**src/source/regRead_config.svh**
```systemverilog
`ifndef REGREAD_CONFIG_SVH
`define REGREAD_CONFIG_SVH

// issue width, equal to the number of bypass lanes.
`define RR_LANES 4

// physical register file.
`define RR_PHYS_REGS 32
`define RR_PHYS_LOG 5
`define RR_DATA_WIDTH 32

// branch checkpoints, one mask bit each.
`define RR_CHECKPOINTS 4
`define RR_CHECKPOINTS_LOG 2

// opaque rest of the issue packet.
`define RR_PAYLOAD_WIDTH 24

`endif

```
**src/source/regReadPkg.sv**
```systemverilog
`default_nettype none

`include "regRead_config.svh"

package regReadPkg;

  typedef logic [`RR_PHYS_LOG-1:0] physTagT;

  typedef logic [`RR_DATA_WIDTH-1:0] regDataT;

  typedef logic [`RR_CHECKPOINTS-1:0] branchMaskT;

  // issue queue, lsq, active list, immediate, pc and cti fields ride in payload.
  typedef struct packed {
    branchMaskT branchMask;
    physTagT src1Tag;
    physTagT src2Tag;
    physTagT destTag;
    logic [`RR_PAYLOAD_WIDTH-1:0] payload;
  } issuePacketT;

  typedef struct packed {
    physTagT destTag;
    regDataT data;
  } bypassLaneT;

  // operands go in front of the issue packet.
  typedef struct packed {
    regDataT src2Data;
    regDataT src1Data;
    issuePacketT issuePkt;
  } readPacketT;

endpackage

`default_nettype wire

```
**src/source/operandIf.sv**
```systemverilog
`default_nettype none

`include "regRead_config.svh"

interface operandIf;

  regReadPkg::physTagT src1Tag [`RR_LANES];
  regReadPkg::physTagT src2Tag [`RR_LANES];

  // one bit per bypass lane.
  logic [`RR_LANES-1:0] src1Match [`RR_LANES];
  logic [`RR_LANES-1:0] src2Match [`RR_LANES];

  modport decoder (
    output src1Tag,
    output src2Tag,
    output src1Match,
    output src2Match
  );

  modport reader (
    input src1Tag,
    input src2Tag
  );

  modport selector (
    input src1Match,
    input src2Match
  );

endinterface

`default_nettype wire

```
**src/source/sourceDecode.sv**
```systemverilog
`default_nettype none

`include "regRead_config.svh"

module sourceDecode (
  input  regReadPkg::issuePacketT issuePkt_i [`RR_LANES],
  input  regReadPkg::bypassLaneT bypass_i [`RR_LANES],
  input  logic [`RR_LANES-1:0] bypassValid_i,
  operandIf.decoder operands
);

  // compare a source tag against every live bypass destination.
  function automatic logic [`RR_LANES-1:0] matchLanes(input regReadPkg::physTagT tag);
    logic [`RR_LANES-1:0] hits;
    hits = '0;
    for (int b = 0; b < `RR_LANES; b++)
    begin
      hits[b] = bypassValid_i[b] && (tag == bypass_i[b].destTag);
    end
    return hits;
  endfunction

  always_comb
  begin
    for (int l = 0; l < `RR_LANES; l++)
    begin
      operands.src1Tag[l] = issuePkt_i[l].src1Tag;
      operands.src2Tag[l] = issuePkt_i[l].src2Tag;
      operands.src1Match[l] = matchLanes(issuePkt_i[l].src1Tag);
      operands.src2Match[l] = matchLanes(issuePkt_i[l].src2Tag);
    end
  end

  // issue logic never sends two live lanes to one destination.
  for (genvar l = 0; l < `RR_LANES; l++)
  begin : gLaneCheck
    always_comb
    begin
      assert final ($onehot0(operands.src1Match[l]))
        else $error("lane %0d: source-1 bypass match not one-hot", l);
      assert final ($onehot0(operands.src2Match[l]))
        else $error("lane %0d: source-2 bypass match not one-hot", l);
    end
  end

endmodule

`default_nettype wire

```
**src/flat_wrapper.sv**
```systemverilog
// flat-port wrapper written by rule: the top's interface ports become plain ports
module sourceDecode_flat 
  (issuePkt_i, bypass_i, bypassValid_i, operands_src1Tag, operands_src2Tag, operands_src1Match, operands_src2Match);
  operandIf operands_i ();
  input  regReadPkg::issuePacketT issuePkt_i[`RR_LANES];
  input  regReadPkg::bypassLaneT bypass_i[`RR_LANES];
  input  logic [`RR_LANES-1:0] bypassValid_i;
  output wire logic [$bits(operands_i.src1Tag)-1:0] operands_src1Tag;
  output wire logic [$bits(operands_i.src2Tag)-1:0] operands_src2Tag;
  output wire logic [$bits(operands_i.src1Match)-1:0] operands_src1Match;
  output wire logic [$bits(operands_i.src2Match)-1:0] operands_src2Match;
  assign operands_src1Tag = {>>{operands_i.src1Tag}};
  assign operands_src2Tag = {>>{operands_i.src2Tag}};
  assign operands_src1Match = {>>{operands_i.src1Match}};
  assign operands_src2Match = {>>{operands_i.src2Match}};
  sourceDecode u_core (.issuePkt_i(issuePkt_i), .bypass_i(bypass_i), .bypassValid_i(bypassValid_i), .operands(operands_i));
endmodule
```
**config.mk**
```make
export PLATFORM = sky130hd
export DESIGN_NAME = sourceDecode_flat
export DESIGN_NICKNAME = d
export VERILOG_FILES = /design/src/source/regReadPkg.sv /design/src/source/operandIf.sv /design/src/source/sourceDecode.sv /design/src/flat_wrapper.sv
export VERILOG_INCLUDE_DIRS = /design/src /design/src/source
export SDC_FILE = /design/constraint.sdc
export NUM_CORES = 1
export LEC_CHECK = 0
export ABC_AREA = 1
export BUFFER_PORTS_ARGS = -buffer_cell sky130_fd_sc_hd__buf_2
export CORE_AREA = 2 2 152 154
export DETAILED_ROUTE_END_ITERATION = 12
export DIE_AREA = 0 0 154 156
export GPL_TIMING_DRIVEN = 0
export MAX_ROUTING_LAYER = met4
export PLACE_DENSITY = 0.41
export SLEW_MARGIN = 10
export SYNTH_ARGS = -nofsm -noshare
export SYNTH_HDL_FRONTEND = slang
export SYNTH_SLANG_ARGS = --single-unit
```
**constraint.sdc**
```tcl
create_clock -name vclk -period 1.1
set_input_delay 0.22 -clock vclk [all_inputs]
set_output_delay 0.22 -clock vclk [all_outputs]
set_load 0.05 [all_outputs]
```
**Yosys cells after proc, flatten, opt, wreduce, memory -nomap -nowiden**

Index checks and enable logic that the tools add are counted.

- Reduce and logical (&&, ||, !) cells: 32
- Equal/unequal tests: 32

Operators with widths:

| operator | count |
|---|---|
| 5-bit == test | 32 |
| 1-bit logical AND | 32 |

- Register bits after elaboration: 0
- Output and inout port bits: 72
- Input port bits: 324

**Logic depth before layout (Yosys ltp)**

- Depth after elaboration: 2
- Mapped depth: 7

**Worst setup path after synthesis**

Ideal clock, no wire load.

- Path type: input-to-output
- Start: in bypass_i[73] in the netlist's numbering
- End: out operands_src1Match[10]
- Data arrival time: 1313 ps
- Buffers on the path: 1
- Data required time: 880 ps
- Slack: -433 ps
- Cell stages on the path: 7
- Cell sequence: buf_4 -> inv_1 -> nand2_1 -> nand2_1 -> nor2_1 -> nand2_1 -> nor2_1

- Cells in the longest elaborated chain, start to end: 2

Ends and longest elaborated chain:

| what | line | source |
|---|---|---|
| start, declared | flat_wrapper.sv:6 | `` input regReadPkg::bypassLaneT bypass_i[`RR_LANES]; `` |
| 5-bit == test | sourceDecode.sv:18 | `hits[b] = bypassValid_i[b] && (tag == bypass_i[b].destTag);` |
| 1-bit logical AND | sourceDecode.sv:18 |  |
| end, declared | flat_wrapper.sv:10 | `output wire logic [$bits(operands_i.src1Match)-1:0] operands_src1Match;` |

Every way passes these cells.

**Worst setup path after layout**

- Start: in bypass_i[69] in the netlist's numbering
- End: out operands_src2Match[2]

- Cells in the longest elaborated chain, start to end: 2

Ends and longest elaborated chain:

| what | line | source |
|---|---|---|
| 5-bit == test | sourceDecode.sv:18 |  |
| 1-bit logical AND | sourceDecode.sv:18 |  |
| end, declared | flat_wrapper.sv:11 | `output wire logic [$bits(operands_i.src2Match)-1:0] operands_src2Match;` |

Every way passes these cells.

==> results.md <==
- Status: finished with violations
- Failing checks: setup timing
- Static Leak: 2.98 nW
- Distinct cells, synth: 13
- Maximum clock rate: approximately 0.76 GHz
- All-Layer GR Usage: 0.164
- PortBufs: approximately 110
- Via density per instance: 4.26
- Worst Hold Slack: 743 ps
- Max Cap Violations: 0
- Antenna violations before repair: 1
- Post-synthesis cell area: between 3000 and 4000 µm²
- I/O Pins: 396
- Routing usage on met3: 0.0222
- Min cycle time layout: 1310 ps
- Largest net degree at the start of global routing: 10
- DRC viols: 0
- Post-synthesis cell count: 701
- Mean Syn Cell Area: 4.28 µm²
- Hold Crit Start: issuePkt_i[29]
- Yosys warning total: 0
- Placer congestion estimate: just under 0.9
- Slew HR: 0.822
- Hold_buf cts: 0
- Fin area: around 6200 µm²
- Storage element area: 0 µm²
- First-pass GRT wire length: about 29000 µm
- Area of the die: 24000 µm²
- Fin crit share: 1.19
- Drt total wl: roughly 20000 µm
- Endpoints failing hold: 0
- Crit path kind: input pin to output pin
- Area Growth Syn to Fin: 106%
- Std cell rows: 55
- Worst hold-check path type: input pin to output pin
- Core area: 22400 µm²
- Routing usage on met2: 0.257
- Seq Cell Count: 0
- Remaining Overflow, GRT: 0
- Layout clock buffers: 0
- Post-synthesis sequential area ratio: 0
- DR vias: 4757
- Die Width: 154 µm
- Vias in the first global route: 4323
- Final non-filler cell total: roughly 1100
- Pwr/cell area: roughly 460 nW/µm²
- Hpwl dp: between 15000 and 20000 µm
- Die H: 156 µm
- Smallest setup slack after layout: -211 ps
- Share of cells above drive strength 1: 0.537
- Worst-margin pin slew: 267 ps
- Worst hold path depth: 2
- Largest fanout on the critical path: 6
- Grt peak-use layer: met2
- Final #Nets: approximately 1200
- Drt first pass iters: 5
- Final setup vio count: 32
- Setup crit end kind: output pin
- RSZ-0062 raised after global routing: yes
- CP required: 880 ps
- Post-Syn Nets: 1025
- Max-slew violations: 0
- Peak supply drop: ~0.22 mV
- Crit start category: input pin
- ANT nets after route: 0
- Wirelength per Cell: 18.1 µm
- Hold EP: operands_src2Tag[0]
- DRT iter0 DRCs: 388
- Global Route met1 Usage: 0.229
- Initial core utilization: 0.134
- Placed cell areas: 4470 µm²
- Placed instance count: 1095
- Critical Path AT: between 1000 and 1500 ps
[what timing repair did]
item | CTS | global route
cloned | 11 | 1
setup endpoints to repair | 32 | 32
pin swaps | 134 | 66
hold endpoints to repair | 0 | 0
buffers inserted | 8 | 0
gates resized for setup | 327 | 122
[logic make-up (layout without fill, tap and decap cells)]
kind of cell | after synthesis | in the layout | synth area share
AND/OR/NAND/NOR | 575 | 575 | 0.749
buffers and inverters | 125 | 254 | 0.248
AO/OA/AOI/OAI | 1 | 1 | 0.00250
other | 0 | 1 | 0
[worst max-delay path by stage]
stage                         start                endpoint  depth (start not counted)
global placement    issuePkt_i[118]  operands_src2Match[11]                          8
floorplan             bypass_i[107]   operands_src1Match[1]                          7
CTS                   bypass_i[143]   operands_src2Match[8]                          9
global route          bypass_i[143]  operands_src2Match[12]                          9
detailed placement  issuePkt_i[118]  operands_src2Match[11]                          8
finish                 bypass_i[69]   operands_src2Match[2]                          8
[cells in the mapped netlist (all sizes together)]
library cell | number | area share
buf | 71 | 0.18
inv | 54 | 0.068
nand2 | 417 | 0.52
nand4 | 31 | 0.065
nor2 | 127 | 0.16
o211ai | 1 | 0.0025
[layer usage]
layer  share of wire  up-vias
li1                -     2335
met1            0.46     2180
met2            0.45      219
met3           0.072       23
met4           0.019        0
met5               0        -
[worst max-delay path: stages]
cell,delay (ps)
buf_12,110
inv_12,70
buf_8,130
nor2_2,50
nor2_2,150
nand2_2,80
nor2_4,110
buf_8,160
[layout make-up]
| type | instances | area [µm²] |
|---|---|---|
| Buffer | 71 | 833 |
| Timing Repair inverter | 1 | 8.76 |
| Multi-Input combinational cell | 576 | 3140 |
| Fill cell | 2485 | 16200 |
| Tap cell | 285 | 357 |
| Inverter | 54 | 390 |
| Antenna cell | 1 | 2.50 |
| Timing Repair Buffer | 128 | 1460 |
[through the flow]
step	TNS [ps]	util	worst slack [ps]	power [W]
finish	-4990	0.276	-211	0.00285
global route	-6150	0.276	-231	0.00302
CTS	-5060	0.258	-214	0.00265
detailed placement	-13440	0.200	-527	0.00213
global placement	-13610	0.200	-544	0.00213
floorplan	-417	-	-17.5	0.00151
[power breakdown]
group | internal (W) | switching, W | total [W]
clock network | 0.000000000122 | 0 | 0.000000000122
logic | 0.00111 | 0.00173 | 0.00285
registers | 0 | 0 | 0
total | 0.00111 | 0.00173 | 0.00285
[cell usage in the layout (no fill, tap or decap)]
cell | synthesis | routed
clkinv_8 | 0 | 1
nand4_1 | 31 | 31
buf_2 | 10 | 43
bufbuf_16 | 0 | 1
nand2_1 | 416 | 316
buf_8 | 3 | 40
inv_6 | 0 | 5
nor2_1 | 123 | 25
nor2_4 | 0 | 63
diode_2 | 0 | 1
nor2_2 | 4 | 39
inv_1 | 38 | 11
clkbuf_16 | 0 | 1
buf_16 | 0 | 13
nand2_4 | 0 | 14
clkbuf_4 | 0 | 2
buf_12 | 0 | 17
buf_4 | 53 | 59
inv_2 | 16 | 16
nand2_2 | 1 | 87
inv_12 | 0 | 4
inv_4 | 0 | 6
buf_6 | 4 | 23
o211ai_1 | 1 | 1
inv_8 | 0 | 12
Note: power is estimated with default switching activity, not from simulation.
