$ cat src/source/regRead_config.svh
`ifndef REGREAD_CONFIG_SVH
`define REGREAD_CONFIG_SVH

// issue width, equal to the number of bypass lanes.
`define RR_LANES 4

// physical register file.
`define RR_PHYS_REGS 32
`define RR_PHYS_LOG 5
`define RR_DATA_WIDTH 32

// branch checkpoints, one mask bit each.
`define RR_CHECKPOINTS 4
`define RR_CHECKPOINTS_LOG 2

// opaque rest of the issue packet.
`define RR_PAYLOAD_WIDTH 24

`endif

$ cat src/source/regReadPkg.sv
`default_nettype none

`include "regRead_config.svh"

package regReadPkg;

  typedef logic [`RR_PHYS_LOG-1:0] physTagT;

  typedef logic [`RR_DATA_WIDTH-1:0] regDataT;

  typedef logic [`RR_CHECKPOINTS-1:0] branchMaskT;

  // issue queue, lsq, active list, immediate, pc and cti fields ride in payload.
  typedef struct packed {
    branchMaskT branchMask;
    physTagT src1Tag;
    physTagT src2Tag;
    physTagT destTag;
    logic [`RR_PAYLOAD_WIDTH-1:0] payload;
  } issuePacketT;

  typedef struct packed {
    physTagT destTag;
    regDataT data;
  } bypassLaneT;

  // operands go in front of the issue packet.
  typedef struct packed {
    regDataT src2Data;
    regDataT src1Data;
    issuePacketT issuePkt;
  } readPacketT;

endpackage

`default_nettype wire

$ cat src/source/operandIf.sv
`default_nettype none

`include "regRead_config.svh"

interface operandIf;

  regReadPkg::physTagT src1Tag [`RR_LANES];
  regReadPkg::physTagT src2Tag [`RR_LANES];

  // one bit per bypass lane.
  logic [`RR_LANES-1:0] src1Match [`RR_LANES];
  logic [`RR_LANES-1:0] src2Match [`RR_LANES];

  modport decoder (
    output src1Tag,
    output src2Tag,
    output src1Match,
    output src2Match
  );

  modport reader (
    input src1Tag,
    input src2Tag
  );

  modport selector (
    input src1Match,
    input src2Match
  );

endinterface

`default_nettype wire

$ cat src/source/operandSelect.sv
`default_nettype none

`include "regRead_config.svh"

module operandSelect (
  operandIf.selector operands,
  input  regReadPkg::bypassLaneT bypass_i [`RR_LANES],
  input  regReadPkg::regDataT src1Data_i [`RR_LANES],
  input  regReadPkg::regDataT src2Data_i [`RR_LANES],
  input  regReadPkg::issuePacketT issuePkt_i [`RR_LANES],
  input  logic [`RR_LANES-1:0] issueValid_i,
  input  logic ctrlVerified_i,
  input  logic ctrlMispredict_i,
  input  logic [`RR_CHECKPOINTS_LOG-1:0] ctrlCheckpoint_i,
  output regReadPkg::readPacketT readPkt_o [`RR_LANES],
  output logic [`RR_LANES-1:0] readValid_o
);

  logic mispredictEvent;

  // forwarded data wins over the file.
  function automatic regReadPkg::regDataT pickOperand(
    input logic [`RR_LANES-1:0] match,
    input regReadPkg::regDataT fileData
  );
    regReadPkg::regDataT value;
    value = fileData;
    for (int b = 0; b < `RR_LANES; b++)
    begin
      if (match[b])
      begin
        value = bypass_i[b].data;
      end
    end
    return value;
  endfunction

  assign mispredictEvent = ctrlVerified_i & ctrlMispredict_i;

  always_comb
  begin
    for (int l = 0; l < `RR_LANES; l++)
    begin
      readPkt_o[l].src1Data = pickOperand(operands.src1Match[l], src1Data_i[l]);
      readPkt_o[l].src2Data = pickOperand(operands.src2Match[l], src2Data_i[l]);
      readPkt_o[l].issuePkt = issuePkt_i[l];
      // squash anything younger than the bad branch.
      readValid_o[l] = issueValid_i[l]
        & ~(mispredictEvent & issuePkt_i[l].branchMask[ctrlCheckpoint_i]);
    end
  end

endmodule

`default_nettype wire

$ cat src/flat_wrapper.sv
// flat-port wrapper written by rule: the top's interface ports become plain ports
module operandSelect_flat 
  (bypass_i, src1Data_i, src2Data_i, issuePkt_i, issueValid_i, ctrlVerified_i, ctrlMispredict_i, ctrlCheckpoint_i, readPkt_o, readValid_o, operands_src1Match, operands_src2Match);
  operandIf operands_i ();
  input  regReadPkg::bypassLaneT bypass_i[`RR_LANES];
  input  regReadPkg::regDataT src1Data_i[`RR_LANES];
  input  regReadPkg::regDataT src2Data_i[`RR_LANES];
  input  regReadPkg::issuePacketT issuePkt_i[`RR_LANES];
  input  logic [`RR_LANES-1:0] issueValid_i;
  input  logic ctrlVerified_i;
  input  logic ctrlMispredict_i;
  input  logic [`RR_CHECKPOINTS_LOG-1:0] ctrlCheckpoint_i;
  output regReadPkg::readPacketT readPkt_o[`RR_LANES];
  output logic [`RR_LANES-1:0] readValid_o;
  input wire logic [$bits(operands_i.src1Match)-1:0] operands_src1Match;
  input wire logic [$bits(operands_i.src2Match)-1:0] operands_src2Match;
  assign operands_i.src1Match = {>>{operands_src1Match}};
  assign operands_i.src2Match = {>>{operands_src2Match}};
  operandSelect u_core (.operands(operands_i), .bypass_i(bypass_i), .src1Data_i(src1Data_i), .src2Data_i(src2Data_i), .issuePkt_i(issuePkt_i), .issueValid_i(issueValid_i), .ctrlVerified_i(ctrlVerified_i), .ctrlMispredict_i(ctrlMispredict_i), .ctrlCheckpoint_i(ctrlCheckpoint_i), .readPkt_o(readPkt_o), .readValid_o(readValid_o));
endmodule
$ cat config.mk
export PLATFORM = sky130hd
export DESIGN_NAME = operandSelect_flat
export DESIGN_NICKNAME = d
export VERILOG_FILES = /design/src/source/regReadPkg.sv /design/src/source/operandIf.sv /design/src/source/operandSelect.sv /design/src/flat_wrapper.sv
export VERILOG_INCLUDE_DIRS = /design/src /design/src/source
export SDC_FILE = /design/constraint.sdc
export NUM_CORES = 1
export LEC_CHECK = 0
export BUFFER_PORTS_ARGS = -buffer_cell sky130_fd_sc_hd__buf_2
export CAP_MARGIN = 40
export CORE_AREA = 2 2 413 415
export DETAILED_ROUTE_END_ITERATION = 16
export DIE_AREA = 0 0 415 417
export GPL_ROUTABILITY_DRIVEN = 0
export SETUP_SLACK_MARGIN = 0.02
export SYNTH_ARGS = -nofsm -noshare
export SYNTH_HDL_FRONTEND = slang
export SYNTH_SLANG_ARGS = --single-unit
$ cat constraint.sdc
create_clock -name vclk -period 2.5
set_clock_uncertainty 0.1 [all_clocks]
set_input_delay 0.25 -clock vclk [all_inputs]
set_output_delay 0.25 -clock vclk [all_outputs]
set_load 0.02 [all_outputs]
* Word-level counts from Yosys, hierarchy flattened
Index checks and enable logic that the tools add are counted.
** Cells by class
- Multiply operators :: 0
- Equality and inequality tests :: 0
- Divide/modulo/power cells :: 0
- Reduce and logical (&&, ||, !) cells :: 0
- Add/sub/neg operators :: 0
- Bitwise gates (word level) :: 13
- Muxes and demuxes :: 40
- $lt $le $gt $ge :: 1
- Shift-type cells :: 0
** Operator list (count)
- $mux 32 :: 32
- $and 1x1->1 :: 9
- $bmux 1 s2 :: 4
- $mux 1 :: 4
- $not 1->1 :: 4
- $lt 2x3->1 const B :: 1
** Storage, ports and cells
- Memory bits (writable) :: 0
- Memories :: 0
- Latch bits :: 0
- Output and inout port bits :: 432
- Word-level logic and storage cells :: 54
- Register bits :: 0
- ROM bits :: 0
- Input port bits :: 616

* Depth between registers and ports, before layout
Gate-level depths: netlist of the first run.
- Depth after elaboration :: 5
- Gate-level depth with buffers :: 5

* Least setup slack after synthesis of the first run
No wires, ideal clock.
- Path kind :: in2out
- Start :: input port operands_src2Match[15]
- End :: output port readPkt_o[401] in the netlist's numbering
- Stages :: 4
- Slack :: 967 ps
- Buffers on the path :: 1
- Arrival :: 1183 ps
- Cell sequence :: inv_2 -> buf_1 -> o22ai_1 -> a21oi_1
** RTL lines
- start, declared :: RTL line flat_wrapper.sv:16 : input wire logic [$bits(operands_i.src2Match)-1:0] operands_src2Match;
- end, declared :: RTL line flat_wrapper.sv:13 : output regReadPkg::readPacketT readPkt_o[`RR_LANES];

==> results.md, run 1 <==
* Status: finished, final reports clean
* Fraction of layout cells with a size suffix above 1 at 58.7%
* Met3 WL at 21100 µm
* Req. time, crit path at ~2.2 ns
* Seq_cells at 0
* Met1 wire length at 45700 µm
* # hold bufs at CTS at 0
* Initial DRC Count at 2231
* WS Path Type: primary input to primary output
* Total power at 4.29 mW
* First-pass DRT Iterations at 6
* Storage element area at 0 µm²
* I/O pin total at 1048
* Height of the die at 417 µm
* Hold path start: issuePkt_i[44]
* Global Route Usage Sum at roughly 16%
* Cells after Synth at 1499
* Setup crit end kind: primary output
* Final setup fails at 0
* Vias at between 15000 and 20000
* Finished Layout Cells at approximately 4100
* Post-DP HPWL at between 100000 and 150000 µm
* Core ar. at between 150000 and 200000 µm²
* Synth warn at 0
* Post-CTS Setup Bufs at 0
* PD cells at 274 nW/µm²
* Initial cell density of the core at 6.38%
* Filler cells at 19800
* Peak supply drop at 124 µV
* Fin. Hold Viols at 0
* Avg Inst Size Synth at between 7 and 8 µm²
* Area delta synth->final at 45.8%
* Post-CTS Resized at 0
* Nets@finish at between 2000 and 2500
* Row count at 151
* IO buf count at 716
* CP Launch Point: operands_src1Match[10]
* Relative slew slack at between 40% and 50%
* Vias/cell at approximately 4.1
* Worst Setup EP: readPkt_o[265]
* Mapped Area at around 11000 µm²
* Register area share after synthesis at 0%
* Worst-Margin Slew at ~0.8 ns
* Startpoint types: primary input
* DRC viols at 0
* Total congestion overflow at 0
* Die area at 173000 µm²
* Crit-path max FO at 32
* Final WL at approximately 150000 µm
* Commonest non-fill, non-tap cell in the layout: buf_2
* Vias in the first global route at 15400
* RSZ-0062 raised after global routing: false
* Routed len/inst at about 36 µm
* Slew Limit Fails at 0
* Commonest non-fill, non-tap cells in the layout: 712 x buf_2, 436 x o22ai_1, 256 x a21oi_1, 189 x mux2_2, 76 x o22ai_2
* Clkbuf count at 0
* Post-DRT Antenna Nets at 0
* Period utilization at 90.7%
* Uppermost layer routed: met5
* Die width at 415 µm
* Hold Crit Class: primary input to primary output
* Routed wl met2 at 71800 µm
* Min Tclk post-route at 2.27 ns
* Sum of negative setup slack at 0 ns
* Global-route wire length before repair at about 180000 µm
* Unique cell type count in the Yosys netlist at 20
* Lkg Pwr at approximately 5.7 nW
* Max Fclk at 441 MHz
* Utilization after layout at 9.30%
* Post-Syn Nets at 2115
* Cell count after placement at roughly 4100
* Initial antenna violation count at 142
* Max Cap Viol at 0
* Largest net degree at the start of global routing at 65
* Data arrival, critical path at 1.92 ns
## critical path, stage by stage
cell and delay [ns]:
buf_2 0.10, or3_2 0.11, buf_4 0.59, o22ai_1 0.18
a21oi_1 0.41, buf_2 0.26
## routing by layer
metal,vias up,global-route usage [%]
li1,6478,-
met1,8059,15.4
met2,1779,28.4
met3,564,9.01
met4,160,6.37
met5,-,0.500
## cell families after synthesis
family | synth area share (%)
compound gates | 46.6
mux | 27.6
buf+inv | 24.8
simple gates | 1.07
## layout make-up
cell class / count / area, µm² / share of cell area [%]
Inverter: 16 / 63.8 / 0.407
Multi-Input combinational cell: 1054 / 8110 / 51.8
Antenna cell: 29 / 72.6 / 0.463
Timing Repair Buffer: 793 / 4650 / 29.7
Tap cell: 2218 / 2780 / 17.7
## where the power goes
group	internal (mW)	total (mW)	switching, mW	leakage, nW
clock network	0.000000876	0.000000876	0	0.000186
logic	1.43	4.29	2.86	5.67
registers	0	0	0	0
total	1.43	4.29	2.86	5.67
## through the flow
stage               instance area [µm²]  worst slack [ns]  hold slack (ns)
global route                      15600             0.238            0.400
finish                            15700             0.232            0.400
global placement                  15600             0.304            0.400
CTS                               15600             0.289            0.400
detailed placement                15600             0.291            0.400
floorplan                         10700             0.967            0.513
## cells in the mapped netlist, drive strengths merged
master | instances | area [µm²]
nand3b | 1 | 7.51
nand2b | 6 | 37.5
mux2i | 8 | 80.1
buf | 337 | 2250
or2b | 2 | 15.0
inv | 16 | 60.1
o221a | 4 | 45.0
nand3 | 1 | 5.00
or3 | 8 | 50.1
o22ai | 512 | 3680
mux2 | 256 | 2880
a21oi | 256 | 1280
clkbuf | 92 | 355
## how the worst min path moves through the flow
stage | endpoint | depth (start not counted)
final | readPkt_o[108] | 0
after global routing | readPkt_o[28] | 0
after CTS | readPkt_o[125] | 0
after detailed placement | readPkt_o[125] | 0
after global placement | readPkt_o[125] | 0
after floorplan | readPkt_o[0] | 1
Note: power is estimated with default switching activity, not from simulation.
==> run 2, diff against run 1 <==
- CORE_AREA: 2 2 413 415 -> 2 2 410 412
- DIE_AREA: 0 0 415 417 -> 0 0 412 414
- SETUP_SLACK_MARGIN: 0.02 -> not set
==> run 2 against run 1 <==
Sequential share of layout area unchanged. Maximum frequency decreased by 3.9%. Core utilization increased by 0.42 points. Combinational power increased by 9.1%. Cell area increased by 3.1%. Via count decreased by 1.6%. Die area decreased by 1.4%. Critical path type unchanged. Highest routed layer unchanged.
==> results.md, run 2 (synthesis results as in run 1) <==
* Family with the most delay on the worst path: simple AND/OR/NAND/NOR gates
* Largest net degree at the start of global routing at 65
* Startpoint types: primary input
* Vias in the first global route at 15600
* Min Tclk post-route at 2.36 ns
* Fin. Hold Viols at 0
* Storage element area at 0 µm²
* Comb pwr share at 100.0%
* Vias/cell at 4.07
* Worst-Margin Slew at 0.812 ns
* PD cells at 290 nW/µm²
* Row count at 150
* Max Cap Viol at 0
* Height of the die at 414 µm
* Slowest CP cell: or3_2
* Max stage delay on crit path at 0.77 ns
* Seq_cells at 0
* Post-CTS Setup Bufs at 0
* Relative slew slack at 45.9%
* IO buf count at a little over 700
* Initial antenna violation count at 110
* Data arrival, critical path at 2.01 ns
* # hold bufs at CTS at 0
* Post-CTS Resized at 0
* Global-route wire length before repair at 184000 µm
* Most frequent CP cell: buf_2
* Initial DRC Count at ~2700
* Final setup fails at 0
* Nets@finish at around 2500
* Crit-path max FO at 9
* Post-DRT Antenna Nets at 0
* Switching Fraction at 66.8%
* Commonest non-fill, non-tap cells in the layout: 694 x buf_2, 436 x o22ai_1, 256 x a21oi_1, 189 x mux2_2, 76 x o22ai_2
* Total congestion overflow at 0
* Die area at 171000 µm²
* First-pass DRT Iterations at 10
* Sequential power share at 0%
* Total power at 4.68 mW
* I/O pin total at 1048
* Internal power at 1.55 mW
* Clock share of power at 0%
* Setup crit end kind: primary output
* Status: finished, final reports clean
* WS Path Type: primary input to primary output
* Req. time, crit path at between 2 and 2.5 ns
* WP buf/inv at 3
* Die width at 412 µm
* Max Fclk at 424 MHz
* Critical path, cell by cell: buf_2 > or3_2 > o22ai_1 > a21oi_1 > buf_4 > buf_2
* Commonest non-fill, non-tap cell in the layout: buf_2
* Global Route Usage Sum at 16.6%
* Vias at 16800
* Clkbuf count at 0
* Peak supply drop at between 100 and 150 µV
* Fraction of layout cells with a size suffix above 1 at 59.2%
* RSZ-0062 raised after global routing: false
* Final WL at 151000 µm
* Area delta synth->final at 50.3%
* Slew Limit Fails at 0
* Net switching power at 3.13 mW
* Post-DP HPWL at 130000 µm
* DRC viols at 0
* Routed len/inst at ~37 µm
* Period utilization at a little over nine tenths
* Initial cell density of the core at 6.46%
* Core ar. at 166000 µm²
* Utilization after layout at 9.71%
* Final Instance Area at approximately 16000 µm²
* Sum of negative setup slack at 0 ns
* Lkg Pwr at 5.90 nW
* Placed Area at 16100 µm²
* Hold Crit Class: primary input to primary output
## run 2: worst paths after layout
| kind | cells past startpoint | slack [ns] | startpoint | endpoint |
|---|---|---|---|---|
| max | 6 | 0.14 | operands_src1Match[13] | readPkt_o[368] |
| min | 0 | 0.40 | issuePkt_i[44] | readPkt_o[108] |
## run 2: final cells by class
type | instances | area, µm²
Antenna cell | 36 | 90.1
Inverter | 16 | 65.1
Fill cell | 19500 | 150000
Multi-Input combinational cell | 1054 | 8110
Tap cell | 2204 | 2760
Timing Repair Buffer | 813 | 5130
## run 2: per-layer routing
| layer | track usage [%] | routed length (µm) |
|---|---|---|
| met1 | 17.1 | 49400 |
| met2 | 27.6 | 70900 |
| met3 | 10.0 | 24400 |
| met4 | 5.99 | 5880 |
| met5 | 0.678 | 591 |
## run 2: power by group through the flow
stage / clock network [mW] / logic [mW] / registers, mW
6_report: 0.00000169 / 4.68 / 0
4_1_cts: 0 / 4.67 / 0
5_1_grt: 0.00000141 / 4.88 / 0
3_3_place_gp: 0 / 4.64 / 0
3_5_place_dp: 0 / 4.66 / 0
2_1_floorplan: 0 / 2.53 / 0
## run 2: per-stage QoR
step           hold slack, ns  cells  worst slack (ns)
4_1_cts                 0.400   4087            0.0657
5_1_grt                 0.400   4113            0.0194
6_report                0.400   4123             0.140
3_3_place_gp            0.400   4087            0.0600
2_1_floorplan           0.513   1499             0.967
3_5_place_dp            0.400   4087            0.0647
